[src/hdl/rv_ctrl_pkg.sv]
package rv_ctrl_pkg;

  // Instruction word width
  localparam int INSTR_W = 32;

  // Major opcodes handled by the decoder
  typedef enum logic [6:0] {
    OP_LUI    = 7'b0110111,
    OP_AUIPC  = 7'b0010111,
    OP_JAL    = 7'b1101111,
    OP_JALR   = 7'b1100111,
    OP_BRANCH = 7'b1100011,
    OP_LOAD   = 7'b0000011,
    OP_STORE  = 7'b0100011,
    OP_IMM    = 7'b0010011,
    OP_OP     = 7'b0110011,
    OP_FENCE  = 7'b0001111,
    OP_SYSTEM = 7'b1110011,
    OP_IMM_32 = 7'b0011011, // ADDIW, SLLIW, SRLIW, SRAIW
    OP_OP_32  = 7'b0111011  // ADDW..SRAW and RV64M word ops
  } opcode_e;

  // ALU operation in datapath order
  typedef enum logic [3:0] {
    ALU_ADD  = 4'd0,
    ALU_SUB  = 4'd1,
    ALU_SLL  = 4'd2,
    ALU_SLT  = 4'd3,
    ALU_SLTU = 4'd4,
    ALU_XOR  = 4'd5,
    ALU_SRL  = 4'd6,
    ALU_SRA  = 4'd7,
    ALU_OR   = 4'd8,
    ALU_AND  = 4'd9
  } alu_op_e;

  // Write-back source
  typedef enum logic [2:0] {
    WB_ALU = 3'd0,
    WB_MEM = 3'd1,
    WB_PC4 = 3'd2, // Link address
    WB_CSR = 3'd3,
    WB_MDU = 3'd4  // Multiply/divide unit
  } wb_sel_e;

  // Immediate format
  typedef enum logic [2:0] {
    IMM_I = 3'd0,
    IMM_S = 3'd1,
    IMM_B = 3'd2,
    IMM_U = 3'd3,
    IMM_J = 3'd4
  } imm_sel_e;

  // SYSTEM opcode sub-kinds
  typedef enum logic [2:0] {
    SYS_NONE   = 3'd0, // Not a SYSTEM instruction
    SYS_CSR    = 3'd1,
    SYS_ECALL  = 3'd2,
    SYS_EBREAK = 3'd3,
    SYS_MRET   = 3'd4,
    SYS_BAD    = 3'd5  // Malformed SYSTEM encoding
  } sys_kind_e;

  // Classified instruction from stage 1
  typedef struct packed {
    opcode_e     opcode;     // May hold an unknown value
    logic [2:0]  funct3;
    logic [6:0]  funct7;
    logic        is_mul_div; // M extension
    logic [3:0]  mul_div_op; // funct3 zero-extended
    logic        is_word_op; // OP_OP_32 form
    sys_kind_e   sys_kind;
  } inst_class_t;

  // Control word from stage 2 to the core
  typedef struct packed {
    logic     reg_write;
    logic     mem_read;
    logic     mem_write;
    logic     branch;
    logic     jump;
    alu_op_e  alu_op;
    logic     alu_src;    // 1 selects immediate
    wb_sel_e  wb_sel;
    imm_sel_e imm_sel;
    logic     csr_we;
    logic     csr_src;    // 1 selects uimm
    logic     mul_div_en;
    logic [3:0] mul_div_op;
    logic     word_op;
    logic     illegal;
  } ctrl_word_t;

endpackage

[src/hdl/ctrl_gen.sv]
module ctrl_gen #(
  parameter int XLEN = 64 // 32 or 64
) (
  input  logic                       clk,
  input  logic                       rst_n,
  // Classified stream in
  input  logic                       cls_valid,
  input  rv_ctrl_pkg::inst_class_t   cls,
  output logic                       cls_ready,
  // Control words out
  output logic                       out_valid,
  output rv_ctrl_pkg::ctrl_word_t    out_ctrl,
  input  logic                       out_ready
);

  import rv_ctrl_pkg::*;

  // Word opcodes exist only on RV64
  localparam bit WORD_OK = (XLEN == 64);

  ctrl_word_t ctrl_next;
  logic       word_form;   // OP_IMM_32 or OP_OP_32
  logic       accept;

  // ALU op from funct3 and funct7[5]
  function automatic alu_op_e alu_sel(
    input logic [2:0] f3,
    input logic       f7_b5,
    input logic       is_reg     // SUB only exists in register form
  );
    alu_op_e op;
    case (f3)
      3'b000: begin
        if (is_reg && f7_b5) begin
          op = ALU_SUB;
        end else begin
          op = ALU_ADD;          // ADDI ignores bit 30
        end
      end
      3'b001: op = ALU_SLL;
      3'b010: op = ALU_SLT;
      3'b011: op = ALU_SLTU;
      3'b100: op = ALU_XOR;
      3'b101: begin
        if (f7_b5) begin
          op = ALU_SRA;          // Also SRAI
        end else begin
          op = ALU_SRL;
        end
      end
      3'b110: op = ALU_OR;
      default: op = ALU_AND;
    endcase
    return op;
  endfunction

  assign word_form = (cls.opcode == OP_IMM_32) || (cls.opcode == OP_OP_32);

  always_comb begin
    ctrl_next = '0; // Also the ECALL/EBREAK/FENCE word

    case (cls.opcode)
      OP_LUI, OP_AUIPC: begin
        ctrl_next.reg_write = 1'b1;
        ctrl_next.alu_src   = 1'b1;
        ctrl_next.alu_op    = ALU_ADD;   // 0 + imm or pc + imm
        ctrl_next.wb_sel    = WB_ALU;
        ctrl_next.imm_sel   = IMM_U;
      end

      OP_JAL: begin
        ctrl_next.reg_write = 1'b1;
        ctrl_next.jump      = 1'b1;
        ctrl_next.wb_sel    = WB_PC4;
        ctrl_next.imm_sel   = IMM_J;
      end

      OP_JALR: begin
        ctrl_next.reg_write = 1'b1;
        ctrl_next.jump      = 1'b1;
        ctrl_next.alu_src   = 1'b1;
        ctrl_next.alu_op    = ALU_ADD;   // Target rs1 + imm
        ctrl_next.wb_sel    = WB_PC4;
        ctrl_next.imm_sel   = IMM_I;
      end

      OP_BRANCH: begin
        ctrl_next.branch  = 1'b1;
        ctrl_next.alu_op  = ALU_SUB;     // Compare
        ctrl_next.imm_sel = IMM_B;
      end

      OP_LOAD: begin
        ctrl_next.reg_write = 1'b1;
        ctrl_next.mem_read  = 1'b1;
        ctrl_next.alu_src   = 1'b1;
        ctrl_next.alu_op    = ALU_ADD;   // Address
        ctrl_next.wb_sel    = WB_MEM;
        ctrl_next.imm_sel   = IMM_I;
      end

      OP_STORE: begin
        ctrl_next.mem_write = 1'b1;
        ctrl_next.alu_src   = 1'b1;
        ctrl_next.alu_op    = ALU_ADD;
        ctrl_next.imm_sel   = IMM_S;
      end

      OP_IMM, OP_IMM_32: begin
        if (word_form && !WORD_OK) begin
          ctrl_next.illegal = 1'b1;      // ADDIW etc. on RV32
        end else begin
          ctrl_next.reg_write = 1'b1;
          ctrl_next.alu_src   = 1'b1;
          ctrl_next.alu_op    = alu_sel(cls.funct3, cls.funct7[5], 1'b0);
          ctrl_next.wb_sel    = WB_ALU;
          ctrl_next.imm_sel   = IMM_I;
        end
      end

      OP_OP, OP_OP_32: begin
        if (word_form && !WORD_OK) begin
          ctrl_next.illegal = 1'b1;
        end else if (cls.is_mul_div) begin
          // MUL/DIV/REM and their W forms
          ctrl_next.reg_write  = 1'b1;
          ctrl_next.mul_div_en = 1'b1;
          ctrl_next.mul_div_op = cls.mul_div_op;
          ctrl_next.word_op    = cls.is_word_op;
          ctrl_next.wb_sel     = WB_MDU;
        end else begin
          ctrl_next.reg_write = 1'b1;
          ctrl_next.alu_op    = alu_sel(cls.funct3, cls.funct7[5], 1'b1);
          ctrl_next.wb_sel    = WB_ALU;
        end
      end

      OP_FENCE: begin
        ctrl_next.alu_op = ALU_ADD; // Treated as a no-op
      end

      OP_SYSTEM: begin
        case (cls.sys_kind)
          SYS_CSR: begin
            ctrl_next.reg_write = 1'b1;  // Old CSR value to rd
            ctrl_next.csr_we    = 1'b1;  // Core suppresses the write when needed
            ctrl_next.csr_src   = cls.funct3[2];
            ctrl_next.wb_sel    = WB_CSR;
          end
          SYS_ECALL, SYS_EBREAK: begin
            ctrl_next.jump = 1'b0;       // Trap is raised by the core
          end
          SYS_MRET: ctrl_next.jump = 1'b1;
          default:  ctrl_next.illegal = 1'b1;
        endcase
      end

      default: ctrl_next.illegal = 1'b1; // Unknown opcode
    endcase
  end

  // Output stage handshake
  assign cls_ready = !out_valid || out_ready;
  assign accept    = cls_valid && cls_ready;

  always_ff @(posedge clk or negedge rst_n) begin
    if (!rst_n) begin
      out_valid <= 1'b0;
    end else if (cls_ready) begin
      out_valid <= cls_valid;
    end
  end

  always_ff @(posedge clk) begin
    if (accept) begin
      out_ctrl <= ctrl_next;
    end
  end

endmodule

[src/hdl/inst_classify.sv]
module inst_classify (
  input  logic                              clk,
  input  logic                              rst_n,
  // Instruction stream in
  input  logic                              in_valid,
  input  logic [rv_ctrl_pkg::INSTR_W-1:0]   in_instr,
  output logic                              in_ready,
  // Classified stream out
  output logic                              cls_valid,
  output rv_ctrl_pkg::inst_class_t          cls,
  input  logic                              cls_ready
);

  import rv_ctrl_pkg::*;

  logic [6:0]  opc_raw;
  logic [2:0]  funct3;
  logic [6:0]  funct7;
  logic [11:0] imm12;    // I-type immediate selecting ECALL/EBREAK/MRET
  logic        is_op;    // OP or OP_OP_32
  logic        is_op32;
  sys_kind_e   sys_kind;
  inst_class_t cls_next;
  logic        accept;

  // Field slicing
  assign opc_raw = in_instr[6:0];
  assign funct3  = in_instr[14:12];
  assign funct7  = in_instr[31:25];
  assign imm12   = in_instr[31:20];

  assign is_op32 = (opc_raw == OP_OP_32);
  assign is_op   = (opc_raw == OP_OP) || is_op32;

  // SYSTEM sub-kind
  always_comb begin
    sys_kind = SYS_NONE;
    if (opc_raw == OP_SYSTEM) begin
      if (funct3 != 3'b000) begin
        sys_kind = SYS_CSR; // CSRRW..CSRRCI
      end else begin
        case (imm12)
          12'h000: sys_kind = SYS_ECALL;
          12'h001: sys_kind = SYS_EBREAK;
          12'h302: sys_kind = SYS_MRET;
          default: sys_kind = SYS_BAD;   // WFI, SRET and friends not supported
        endcase
      end
    end
  end

  always_comb begin
    cls_next            = '0;
    cls_next.opcode     = opcode_e'(opc_raw); // Unknown values pass through
    cls_next.funct3     = funct3;
    cls_next.funct7     = funct7;
    cls_next.is_mul_div = is_op && (funct7 == 7'b0000001);
    cls_next.mul_div_op = {1'b0, funct3};
    cls_next.is_word_op = is_op32;
    cls_next.sys_kind   = sys_kind;
  end

  // Free slot or one draining this cycle
  assign in_ready = !cls_valid || cls_ready;
  assign accept   = in_valid && in_ready;

  always_ff @(posedge clk or negedge rst_n) begin
    if (!rst_n) begin
      cls_valid <= 1'b0;
    end else if (in_ready) begin
      cls_valid <= in_valid; // Held while stalled
    end
  end

  // Payload register
  always_ff @(posedge clk) begin
    if (accept) begin
      cls <= cls_next;
    end
  end

endmodule

[src/hdl/rv_ctrl_top.sv]
module rv_ctrl_top #(
  parameter int XLEN = 64 // 32 or 64
) (
  input  logic                              clk,
  input  logic                              rst_n,
  input  logic                              in_valid,
  input  logic [rv_ctrl_pkg::INSTR_W-1:0]   in_instr,
  output logic                              in_ready,
  output logic                              out_valid,
  output rv_ctrl_pkg::ctrl_word_t           out_ctrl,
  input  logic                              out_ready
);

  import rv_ctrl_pkg::*;

  // Stage 1 to stage 2
  logic        cls_valid;
  logic        cls_ready;
  inst_class_t cls;

  // Field split and sub-kind decode
  inst_classify u_inst_classify (
    .clk       (clk),
    .rst_n     (rst_n),
    .in_valid  (in_valid),
    .in_instr  (in_instr),
    .in_ready  (in_ready),
    .cls_valid (cls_valid),
    .cls       (cls),
    .cls_ready (cls_ready)
  );

  // Control word generation
  ctrl_gen #(
    .XLEN (XLEN)
  ) u_ctrl_gen (
    .clk       (clk),
    .rst_n     (rst_n),
    .cls_valid (cls_valid),
    .cls       (cls),
    .cls_ready (cls_ready),
    .out_valid (out_valid),
    .out_ctrl  (out_ctrl),
    .out_ready (out_ready)
  );

endmodule

[config.mk]
export PLATFORM = sky130hd
export DESIGN_NAME = rv_ctrl_top
export DESIGN_NICKNAME = d
export VERILOG_FILES = /design/src/hdl/rv_ctrl_pkg.sv /design/src/hdl/ctrl_gen.sv /design/src/hdl/inst_classify.sv /design/src/hdl/rv_ctrl_top.sv
export SDC_FILE = /design/constraint.sdc
export NUM_CORES = 1
export LEC_CHECK = 0
export BUFFER_PORTS_ARGS = -buffer_cell sky130_fd_sc_hd__buf_2
export CORE_MARGIN = 10
export CORE_UTILIZATION = 45
export CTS_BUF_LIST = sky130_fd_sc_hd__clkbuf_8
export CTS_CLUSTER_DIAMETER = 150
export DETAILED_ROUTE_END_ITERATION = 10
export PLACE_DENSITY_LB_ADDON = 0.3
export SLEW_MARGIN = 20
export SYNTH_ARGS = -nofsm -noshare
export SYNTH_HDL_FRONTEND = slang
export SYNTH_HIERARCHICAL = 1
export SYNTH_SLANG_ARGS = --single-unit
[constraint.sdc]
create_clock -name clk -period 2.6 [get_ports clk]
set_clock_uncertainty 0.05 [all_clocks]
set_input_delay 0 -clock clk [delete_from_list [all_inputs] [get_ports clk]]
set_output_delay 0 -clock clk [all_outputs]
set_load 0.05 [all_outputs]
* Word-level counts from Yosys, hierarchy flattened *
Cells that the tools add are included.

storage, ports and cells
  logic and storage cells = 100
  memories kept = 0
  memory bits (read-only) = 0
  RAM bits = 0
  register bits = 47
  bits in latches = 0
  bits of input ports = 36

operators by class
  shift operators = 0
  multipliers = 0
  divide/modulo/power cells = 0
  $lt $le $gt $ge = 0
  bitwise gates (word level) = 1
  equality and inequality tests = 29
  $add $sub $neg = 0
  multiplexer cells = 24
  reduce and logical (&&, ||, !) cells = 22

operators with widths
  cell                  number
  $pmux 4 s7            2
  $eq 7x6->1 const B    6
  $eq 7x7->1 const B    5
  $pmux 3 s4            2
  $eq 7x5->1 const B    3
  $eq 12x1->1 const B   1
  $eq 12x10->1 const B  1
  $eq 3x2->1 const B    4
  $eq 3x3->1 const B    4
  $logic_not 12->1      1
  $pmux 4 s3            1
  $reduce_or 12->1      1
  $mux 1                10
  $reduce_or 2->1       5
  $pmux 3 s3            1
  $reduce_or 9->1       1
  $eq 7x1->1 const B    1
  $eq 7x2->1 const B    1
  $eq 7x4->1 const B    1
  $reduce_or 7->1       1
  $eq 3x1->1 const B    2
  $mux 6                1
  $pmux 1 s2            3
  $mux 2                2
  other kinds (10)      16

* Longest topological paths before layout *
Gate-level depths: netlist (run 1).

  depth in word-level cells = 4
  mapped depth = 4
  mapped depth without buffers = 3

* Hierarchy *
Netlist (run 1), hierarchy kept.

by module, submodules not included
  module         times used  area an instance (µm²)  seq. area each (µm²)  cells an instance
  ctrl_gen       1           1315.0                  775.7                 104
  inst_classify  1           874.6                   685.7                 50

* Worst setup path after synthesis (run 1) *
Ideal clock, no wire load.

  path kind = flip-flop to flip-flop
  start = register u_ctrl_gen.out_valid
  end = register u_inst_classify/cls[0] (netlist name)
  setup time = 381 ps
  cell stages (with the launch flop) = 4
  period minus slack after synthesis = 2287 ps
  arrival time = 1857 ps
  setup slack = 313 ps
  data required time = 2169 ps
  cells stage by stage = dfrtp_1 -> nand2b_1 -> nand2b_1 -> and2_1

on the way
  cells in the longest elaborated chain, start to end = 4

ends and longest elaborated chain
  element                     RTL line             source
  start, declared             ctrl_gen.sv:11       output logic out_valid,
  start signal, assigned      ctrl_gen.sv:170      out_valid <= cls_valid;
  $logic_not 1->1             ctrl_gen.sv:163      assign cls_ready = !out_valid || out_ready;
  $logic_or 1x1->1            ctrl_gen.sv:163
  via cls_ready               rv_ctrl_top.sv:18    logic cls_ready;
  $logic_or 1x1->1            inst_classify.sv:64  assign in_ready = !cls_valid || cls_ready;
  via in_ready                rv_ctrl_top.sv:8     output logic in_ready,
  $logic_and 1x1->1           inst_classify.sv:65  assign accept = in_valid && in_ready;
  via u_inst_classify.accept  inst_classify.sv:24  logic accept;

The timed path passes the listed nets, and every way through them passes these cells.
A chain may end at the register's enable or synchronous reset.

==> impl_metrics.tcl, run 1 <==
set metrics [dict create \
    status "complete, no violations" \
    setup_viol 0 \
    cts_tree "yes" \
    crit_path_end_kind "flip-flop" \
    clock-root-buffer "clkbuf_8" \
    core-area_um2 4350 \
    hold_violations 0 \
    rr_endpoint "u_ctrl_gen/out_ctrl[0]" \
    r2r-start "u_inst_classify/cls[21]" \
    period_share_pct 64.2 \
    drc 0 \
    hold_class "in -> reg" \
    fmax_mhz 599 \
    htreeDepth 2 \
    slew_headroom_pct 56.4 \
    start_util_pct 46.1 \
    wl_um 3950 \
    required_ns 2.56 \
    final_common_cell "buf_2" \
    cts_made_buffers 5 \
    grt_max_degree 26 \
    dieHeight_um 86.8 \
    nNetsFinal 250 \
    initialDrtViolationCount 79 \
    fp.dieArea_um2 7540 \
    ys_warn_count 6 \
    leakage_nw 1.00 \
    io_buffers 52 \
    hold_depth 3 \
    finalMaxSlewViolations 0 \
    overflow 0 \
    cts_setup_buffers 0 \
    critical_path.max_fanout 14 \
    maxCapViolCount 0 \
    wl_per_cell_um 14.8 \
    die_x_um 86.8 \
    cts.hold.buffers_added 15 \
    ff2ff_setup_slack_ns 0.93 \
    cp-start-kind "flip-flop" \
    peakVddDrop_mv 0.362 \
    avgSynthCellArea_um2 13.6 \
    ios 63 \
    cts_sinks 43 \
    final_cell_mix "buf_2, edfxtp_1, dlygate4sd3_1" \
    rsz0062_at_grt "no" \
    dp_cells 244 \
    antenna_found_initial 0 \
    clock_latency_ns 0.28 \
    drive_above_1_share_pct 32.1 \
    vias_per_cell 5.04 \
    min_to "u_inst_classify/cls[8]" \
    row_count 24 \
    cts_max_path_buffers 2 \
    syn_to_final_growth_pct 24.7 \
    dr.pass1.iters 4 \
    stdcell_count 267 \
    worstMarginPinSlew_ns 0.655 \
    period_needed_ns 1.67 \
    synth_area_um2 2010 \
    netlist_instances 148 \
    worst_ep_arrival_time_ns 1.63 \
    grt_pass1_wl_um 6560 \
    place.gp.congestion 0.776 \
    antennaDiodeCount 0 \
    syn_nets 184 \
    r2r_cells 3 \
    num_vias 1345 \
    path_class "reg -> reg" \
    grt_pass1_vias 1390 \
    antenna_left 0 \
    final.setup.tns_ns 0 \
    dpl.hpwl_um 2930 \
    utilization_pct 57.6 \
    grt_usage_pct 10.9 \
    clkTransAtPathRegs_ns 0.07 \
    powerDensity_nw_per_um2 580 \
    hp-start "in_instr[25]" \
    post_cts_resized 0 \
]
-- through the flow --
| step | hold slack [ns] | setup WS (ns) | area, µm² | power [mW] |
|---|---|---|---|---|
| after floorplan | -0.346 | 0.453 | 2010 | 1.01 |
| after global placement | -0.266 | 1.01 | 2280 | 1.07 |
| after detailed placement | -0.264 | 0.960 | 2280 | 1.08 |
| after CTS | 0.0394 | 0.943 | 2510 | 1.47 |
| after global routing | 0.0318 | 0.845 | 2510 | 1.53 |
| final | 0.0493 | 0.931 | 2510 | 1.45 |
-- layout make-up --
class	instances	area, µm²
Clock buffer	5	68.8
Clock inverter	3	11.3
Fill cell	342	1850
Inverter	5	18.8
Multi-Input combinational cell	91	643
Sequential cell	43	1280
Tap cell	52	65.1
Timing Repair Buffer	68	418
-- critical path: stages (launching register included) --
cell and delay, ns:
edfxtp_1 0.62, or2_4 0.37, a21boi_0 0.19, o221ai_1 0.17
-- power breakdown --
group	internal, mW	switching (mW)	total [mW]	leakage (nW)
Sequential	0.806	0.0299	0.836	0.428
Clock	0.179	0.196	0.375	0.0519
Combinational	0.0774	0.164	0.241	0.525
Total	1.06	0.390	1.45	1.00
-- state kept, by name, indices dropped and copies added, names as in the netlist --
| signal | cells |
|---|---|
| u_inst_classify/cls_valid | 1 |
| u_ctrl_gen/out_ctrl | 25 |
| u_ctrl_gen/out_valid | 1 |
| u_inst_classify/cls | 16 |
-- per-layer routing --
| metal | wire length, µm | up-vias | share of wire (%) | global-route usage [%] |
|---|---|---|---|---|
| met5 | 0 | - | 0 | 0 |
| met1 | 1760 | 614 | 45 | 12.6 |
| met4 | 22 | 0 | 0.56 | 3.98 |
| met3 | 343 | 2 | 8.7 | 5.44 |
| li1 | - | 684 | - | - |
| met2 | 1820 | 45 | 46 | 16.9 |
-- worst max-delay path by stage --
| stage | from | to | cells past startpoint |
|---|---|---|---|
| after floorplan | u_ctrl_gen/out_valid | u_inst_classify/cls[0] | 3 |
| after global placement | u_inst_classify/cls[21] | u_ctrl_gen/out_ctrl[0] | 3 |
| after detailed placement | u_inst_classify/cls[21] | u_ctrl_gen/out_ctrl[0] | 3 |
| after CTS | u_inst_classify/cls[21] | u_ctrl_gen/out_ctrl[0] | 3 |
| after global routing | u_inst_classify/cls[23] | u_ctrl_gen/out_ctrl[16] | 3 |
| final | u_inst_classify/cls[21] | u_ctrl_gen/out_ctrl[0] | 3 |
No activity file was read; power rests on OpenSTA's default activity.
==> run 2, diff against run 1 <==
==> constraint.sdc (replaced) <==
create_clock -name clk -period 1.53 [get_ports clk]
set_clock_uncertainty 0.05 [all_clocks]
set_input_delay 0 -clock clk [delete_from_list [all_inputs] [get_ports clk]]
set_output_delay 0 -clock clk [all_outputs]
set_load 0.05 [all_outputs]
==> impl_metrics.tcl, run 2 (synthesis results as in run 1) <==
set metrics [dict create \
    critical_path.max_fanout 9 \
    setup_viol 0 \
    nNetsFinal 261 \
    cp_top_family "flip-flops" \
    clock-root-buffer "clkbuf_8" \
    drc 0 \
    cts_made_buffers 5 \
    hold_violations 0 \
    antenna_left 0 \
    vias_per_cell 5.06 \
    crit_slowest_cell "edfxtp_1" \
    powerDensity_nw_per_um2 1020 \
    cts_max_path_buffers 2 \
    final_common_cell "buf_2" \
    io_buffers 52 \
    status "complete, no violations" \
    antennaDiodeCount 0 \
    final.setup.tns_ns 0 \
    finalMaxSlewViolations 0 \
    path_cells "buf_4 -> nor3_2 -> a31oi_1 -> o32ai_1" \
    ios 63 \
    wl_per_cell_um 14.9 \
    fmax_mhz 692 \
    initialDrtViolationCount 81 \
    cts_sinks 43 \
    final_cell_mix "buf_2, edfxtp_1, dlygate4sd3_1" \
    period_needed_ns 1.44 \
    dpl.hpwl_um 3160 \
    power.total_mw 2.71 \
    top_regs "u_ctrl_gen/out_ctrl (25), u_inst_classify/cls (16)" \
    hold_class "in -> reg" \
    num_vias 1407 \
    clock_latency_ns 0.30 \
    path_class "reg -> reg" \
    cp_num_cells 4 \
    row_count 24 \
    crit_path_end_kind "flip-flop" \
    peakVddDrop_mv 0.876 \
    wl_um 4150 \
    required_ns 1.59 \
    grt_pass1_wl_um 6890 \
    dieHeight_um 86.8 \
    die_x_um 86.8 \
    fp.dieArea_um2 7540 \
    overflow 0 \
    cp-start-kind "flip-flop" \
    utilization_pct 60.9 \
    antenna_found_initial 0 \
    grt_pass1_vias 1438 \
    hold_depth 3 \
    r2r_cells 4 \
    leakage_nw 1.08 \
    dr.pass1.iters 4 \
    cts_tree "yes" \
    grt_usage_pct 11.4 \
    grt_max_degree 26 \
    max_stage_delay_ns 0.51 \
    worst_ep_arrival_time_ns 1.50 \
    htreeDepth 2 \
    core-area_um2 4350 \
    period_share_pct 94.4 \
    drive_above_1_share_pct 38.9 \
    regMostFlops "u_ctrl_gen/out_ctrl" \
    start_util_pct 46.1 \
    maxCapViolCount 0 \
    syn_to_final_growth_pct 32.1 \
    clkTransAtPathRegs_ns 0.07 \
    largest_reg_flops 25 \
    place.gp.congestion 0.813 \
    crit_buf_inv 1 \
]
==> run 2: changes by cell type in the layout (fill, tap and decap cells not counted), sizes merged <==
| cell | before | now |
|---|---|---|
| clkinv | 0 | 2 |
| buf | 53 | 64 |
| inv | 8 | 5 |
| bufinv | 0 | 1 |
==> run 2: worst register-to-register path, stage by stage (launching register included) <==
cell	delay, ns
edfxtp_1	0.51
buf_4	0.20
nor3_2	0.17
a31oi_1	0.07
o32ai_1	0.26
==> run 2: final cells by class <==
type                    instances  area, µm²
fillers                       340       1700
flip-flops and latches         43       1280
multi-input cells              91        667
repair buffers                 79        513
clock buffers                   5       68.8
well taps                      52       65.1
clock inverters                 3       38.8
inverters                       5       18.8
==> run 2: through the flow <==
step / area [µm²] / std cells / setup WS [ns] / hold WS, ns
detailed placement: 2370 / 253 / 0.0620 / -0.264
CTS: 2630 / 276 / 0.0489 / 0.0455
floorplan: 2020 / 148 / 0.0365 / -0.346
global route: 2650 / 278 / -0.00137 / 0.0601
global placement: 2370 / 253 / 0.126 / -0.266
finish: 2650 / 278 / 0.0853 / 0.0455
==> run 2: path summary, 6_finish.rpt <==
path	start	to	slack [ns]
setup / recovery	u_inst_classify/cls[23]	u_ctrl_gen/out_ctrl[15]	0.09
hold / removal	in_instr[25]	u_inst_classify/cls[8]	0.05
setup reg to reg	u_inst_classify/cls[23]	u_ctrl_gen/out_ctrl[15]	0.09
hold reg to reg	u_inst_classify/cls[3]	u_ctrl_gen/out_ctrl[1]	0.47
max in group asynchronous	rst_n	u_ctrl_gen/out_valid	0.76
min in group asynchronous	rst_n	u_ctrl_gen/out_valid	0.53
==> run 2: routing by layer <==
layer | vias to the layer above | track usage, % | routed length [µm]
met5 | - | 0 | 0
li1 | 708 | - | -
met2 | 47 | 18.3 | 2010
met3 | 5 | 5.53 | 386
met4 | 0 | 4.42 | 62
met1 | 647 | 12.8 | 1690
==> run 2: timing repair <==
action	CTS	global route
setup buffers	0	2
resized for setup	0	3
endpoints found under the hold margin	17	0
setup endpoints to repair	0	9
hold buffers	15	0
==> run 2: report_power, final <==
| part | internal [mW] | switching, mW | leakage (nW) |
|---|---|---|---|
| Combinational | 0.164 | 0.303 | 0.597 |
| Sequential | 1.37 | 0.0371 | 0.427 |
| Clock | 0.477 | 0.363 | 0.0556 |
| Total | 2.01 | 0.704 | 1.08 |
==> run 3, diff against run 2 <==
--- a/config.mk
+++ b/config.mk
@@ -11,6 +11,7 @@
 export CTS_BUF_LIST = sky130_fd_sc_hd__clkbuf_8
 export CTS_CLUSTER_DIAMETER = 150
 export DETAILED_ROUTE_END_ITERATION = 10
+export GPL_TIMING_DRIVEN = 0
 export PLACE_DENSITY_LB_ADDON = 0.3
 export SLEW_MARGIN = 20
 export SYNTH_ARGS = -nofsm -noshare
==> impl_metrics.tcl, run 3 (synthesis results as in run 1) <==
set metrics [dict create \
    status "complete, no violations" \
    wl_met1_um 1710 \
    cts_sinks 43 \
    leakage_nw 1.07 \
    layout_setup_ws_ns 0.0358 \
    grt_max_degree 26 \
    finalMaxSlewViolations 0 \
    rr_endpoint "u_ctrl_gen/out_ctrl[0]" \
    max_stage_delay_ns 0.42 \
    antenna_found_initial 0 \
    highest_layer "met4" \
    peakVddDrop_mv 0.455 \
    rsz0062_at_grt "yes" \
    power.total_mw 2.62 \
    dpl.hpwl_um 2840 \
    htreeDepth 2 \
    dieHeight_um 86.8 \
    vias_per_cell 5.08 \
    wl_um 3980 \
    maxCapViolCount 0 \
    crit_slowest_cell "edfxtp_1" \
    top_regs "u_ctrl_gen/out_ctrl (25), u_inst_classify/cls (16)" \
    path_cells "buf_2 -> nand3b_1 -> a21boi_1 -> o221ai_2" \
    hold_violations 0 \
    wl_met2_um 1880 \
    fp.dieArea_um2 7540 \
    period_share_pct 97.7 \
    die_x_um 86.8 \
    fmax_mhz 669 \
    cp_top_family "flip-flops" \
    worst_ep_arrival_time_ns 1.47 \
    drc 0 \
    place_ws_ns -0.0428 \
    antennaDiodeCount 0 \
    r2r_cells 4 \
    utilization_pct 60.9 \
    place.gp.congestion 0.763 \
    io_buffers 52 \
    critical_path.max_fanout 10 \
    cts_tree "yes" \
    stdcell_count 277 \
    min_to "u_inst_classify/cls[8]" \
    ff2ff_setup_slack_ns 0.04 \
    setup_viol 0 \
    cp-startpoint "u_inst_classify/cls[23]" \
    drive_above_1_share_pct 41.3 \
    hold_depth 3 \
    wl_met3_um 342 \
    hp-start "in_instr[25]" \
    cts_max_path_buffers 2 \
    hold_class "in -> reg" \
    crit_buf_inv 1 \
    dp_cells 252 \
    clkTransAtPathRegs_ns 0.07 \
    dr.pass1.iters 4 \
    cp-start-kind "flip-flop" \
    required_ns 1.50 \
    clock_latency_ns 0.29 \
    clock-root-buffer "clkbuf_8" \
    crit_path_end_kind "flip-flop" \
    overflow 0 \
    largest_reg_flops 25 \
    antenna_left 0 \
    grt_pass1_vias 1505 \
    ios 63 \
    final_common_cell "buf_2" \
    cts_made_buffers 5 \
    syn_to_final_growth_pct 31.9 \
    nNetsFinal 260 \
    regMostFlops "u_ctrl_gen/out_ctrl" \
    period_needed_ns 1.49 \
    r2r-start "u_inst_classify/cls[23]" \
    powerDensity_nw_per_um2 989 \
    final_cell_mix "buf_2, edfxtp_1, dlygate4sd3_1" \
    place_area_um2 2350 \
    core-area_um2 4350 \
    stdcell_area_um2 2650 \
    path_class "reg -> reg" \
    num_vias 1407 \
    start_util_pct 46.1 \
    wl_per_cell_um 14.4 \
    initialDrtViolationCount 70 \
    row_count 24 \
    grt_pass1_wl_um 6820 \
    grt_usage_pct 11.0 \
]
[run 3: how the worst max path moves through the flow]
stage	endpoint	slack, ns	cells past startpoint
5_1_grt	u_ctrl_gen/out_ctrl[20]	-0.02	4
2_1_floorplan	u_inst_classify/cls[0]	0.04	3
3_5_place_dp	u_ctrl_gen/out_ctrl[0]	-0.04	4
3_3_place_gp	u_ctrl_gen/out_ctrl[0]	-0.02	4
6_report	u_ctrl_gen/out_ctrl[0]	0.04	4
4_1_cts	u_ctrl_gen/out_ctrl[0]	0.002	4
[run 3: cell type report]
class | count | area, µm²
plain buffers | 9 | 70.1
clock buffers | 7 | 96.3
clock inverters | 1 | 3.75
fillers | 361 | 1700
inverters | 5 | 18.8
multi-input cells | 91 | 689
flip-flops and latches | 43 | 1280
well taps | 52 | 65.1
repair buffers | 69 | 425
[run 3: worst register-to-register path, stage by stage, from the launching register on]
cell and delay (ns):
edfxtp_1 0.42, buf_2 0.21, nand3b_1 0.18, a21boi_1 0.23, o221ai_2 0.15
[run 3: report_power, final]
group,switching [mW],internal (mW),leakage (nW)
combinational,0.314,0.157,0.588
clock,0.352,0.405,0.0557
sequential,0.0257,1.37,0.427
total,0.692,1.93,1.07
[run 3: per-stage QoR]
step	hold WS (ns)	setup TNS [ns]
finish	0.0362	0
global route	0.0689	-0.0663
CTS	0.0296	0
detailed placement	-0.261	-0.0791
global placement	-0.264	-0.0165
floorplan	-0.346	0
[run 3: timing repair]
| action | in CTS | in global routing |
|---|---|---|
| setup endpoints to repair | 3 | 34 |
| buffers inserted | 1 | 1 |
| pin swaps | 0 | 1 |
| resized for setup | 2 | 10 |
| hold buffers | 15 | 0 |
| hold endpoints to repair | 17 | 0 |
[run 3: metal layers]
metal / vias up / GRT usage (%)
li1: 702 / -
met4: 0 / 4.86
met5: - / 0
met3: 5 / 4.22
met2: 52 / 17.7
met1: 648 / 12.7
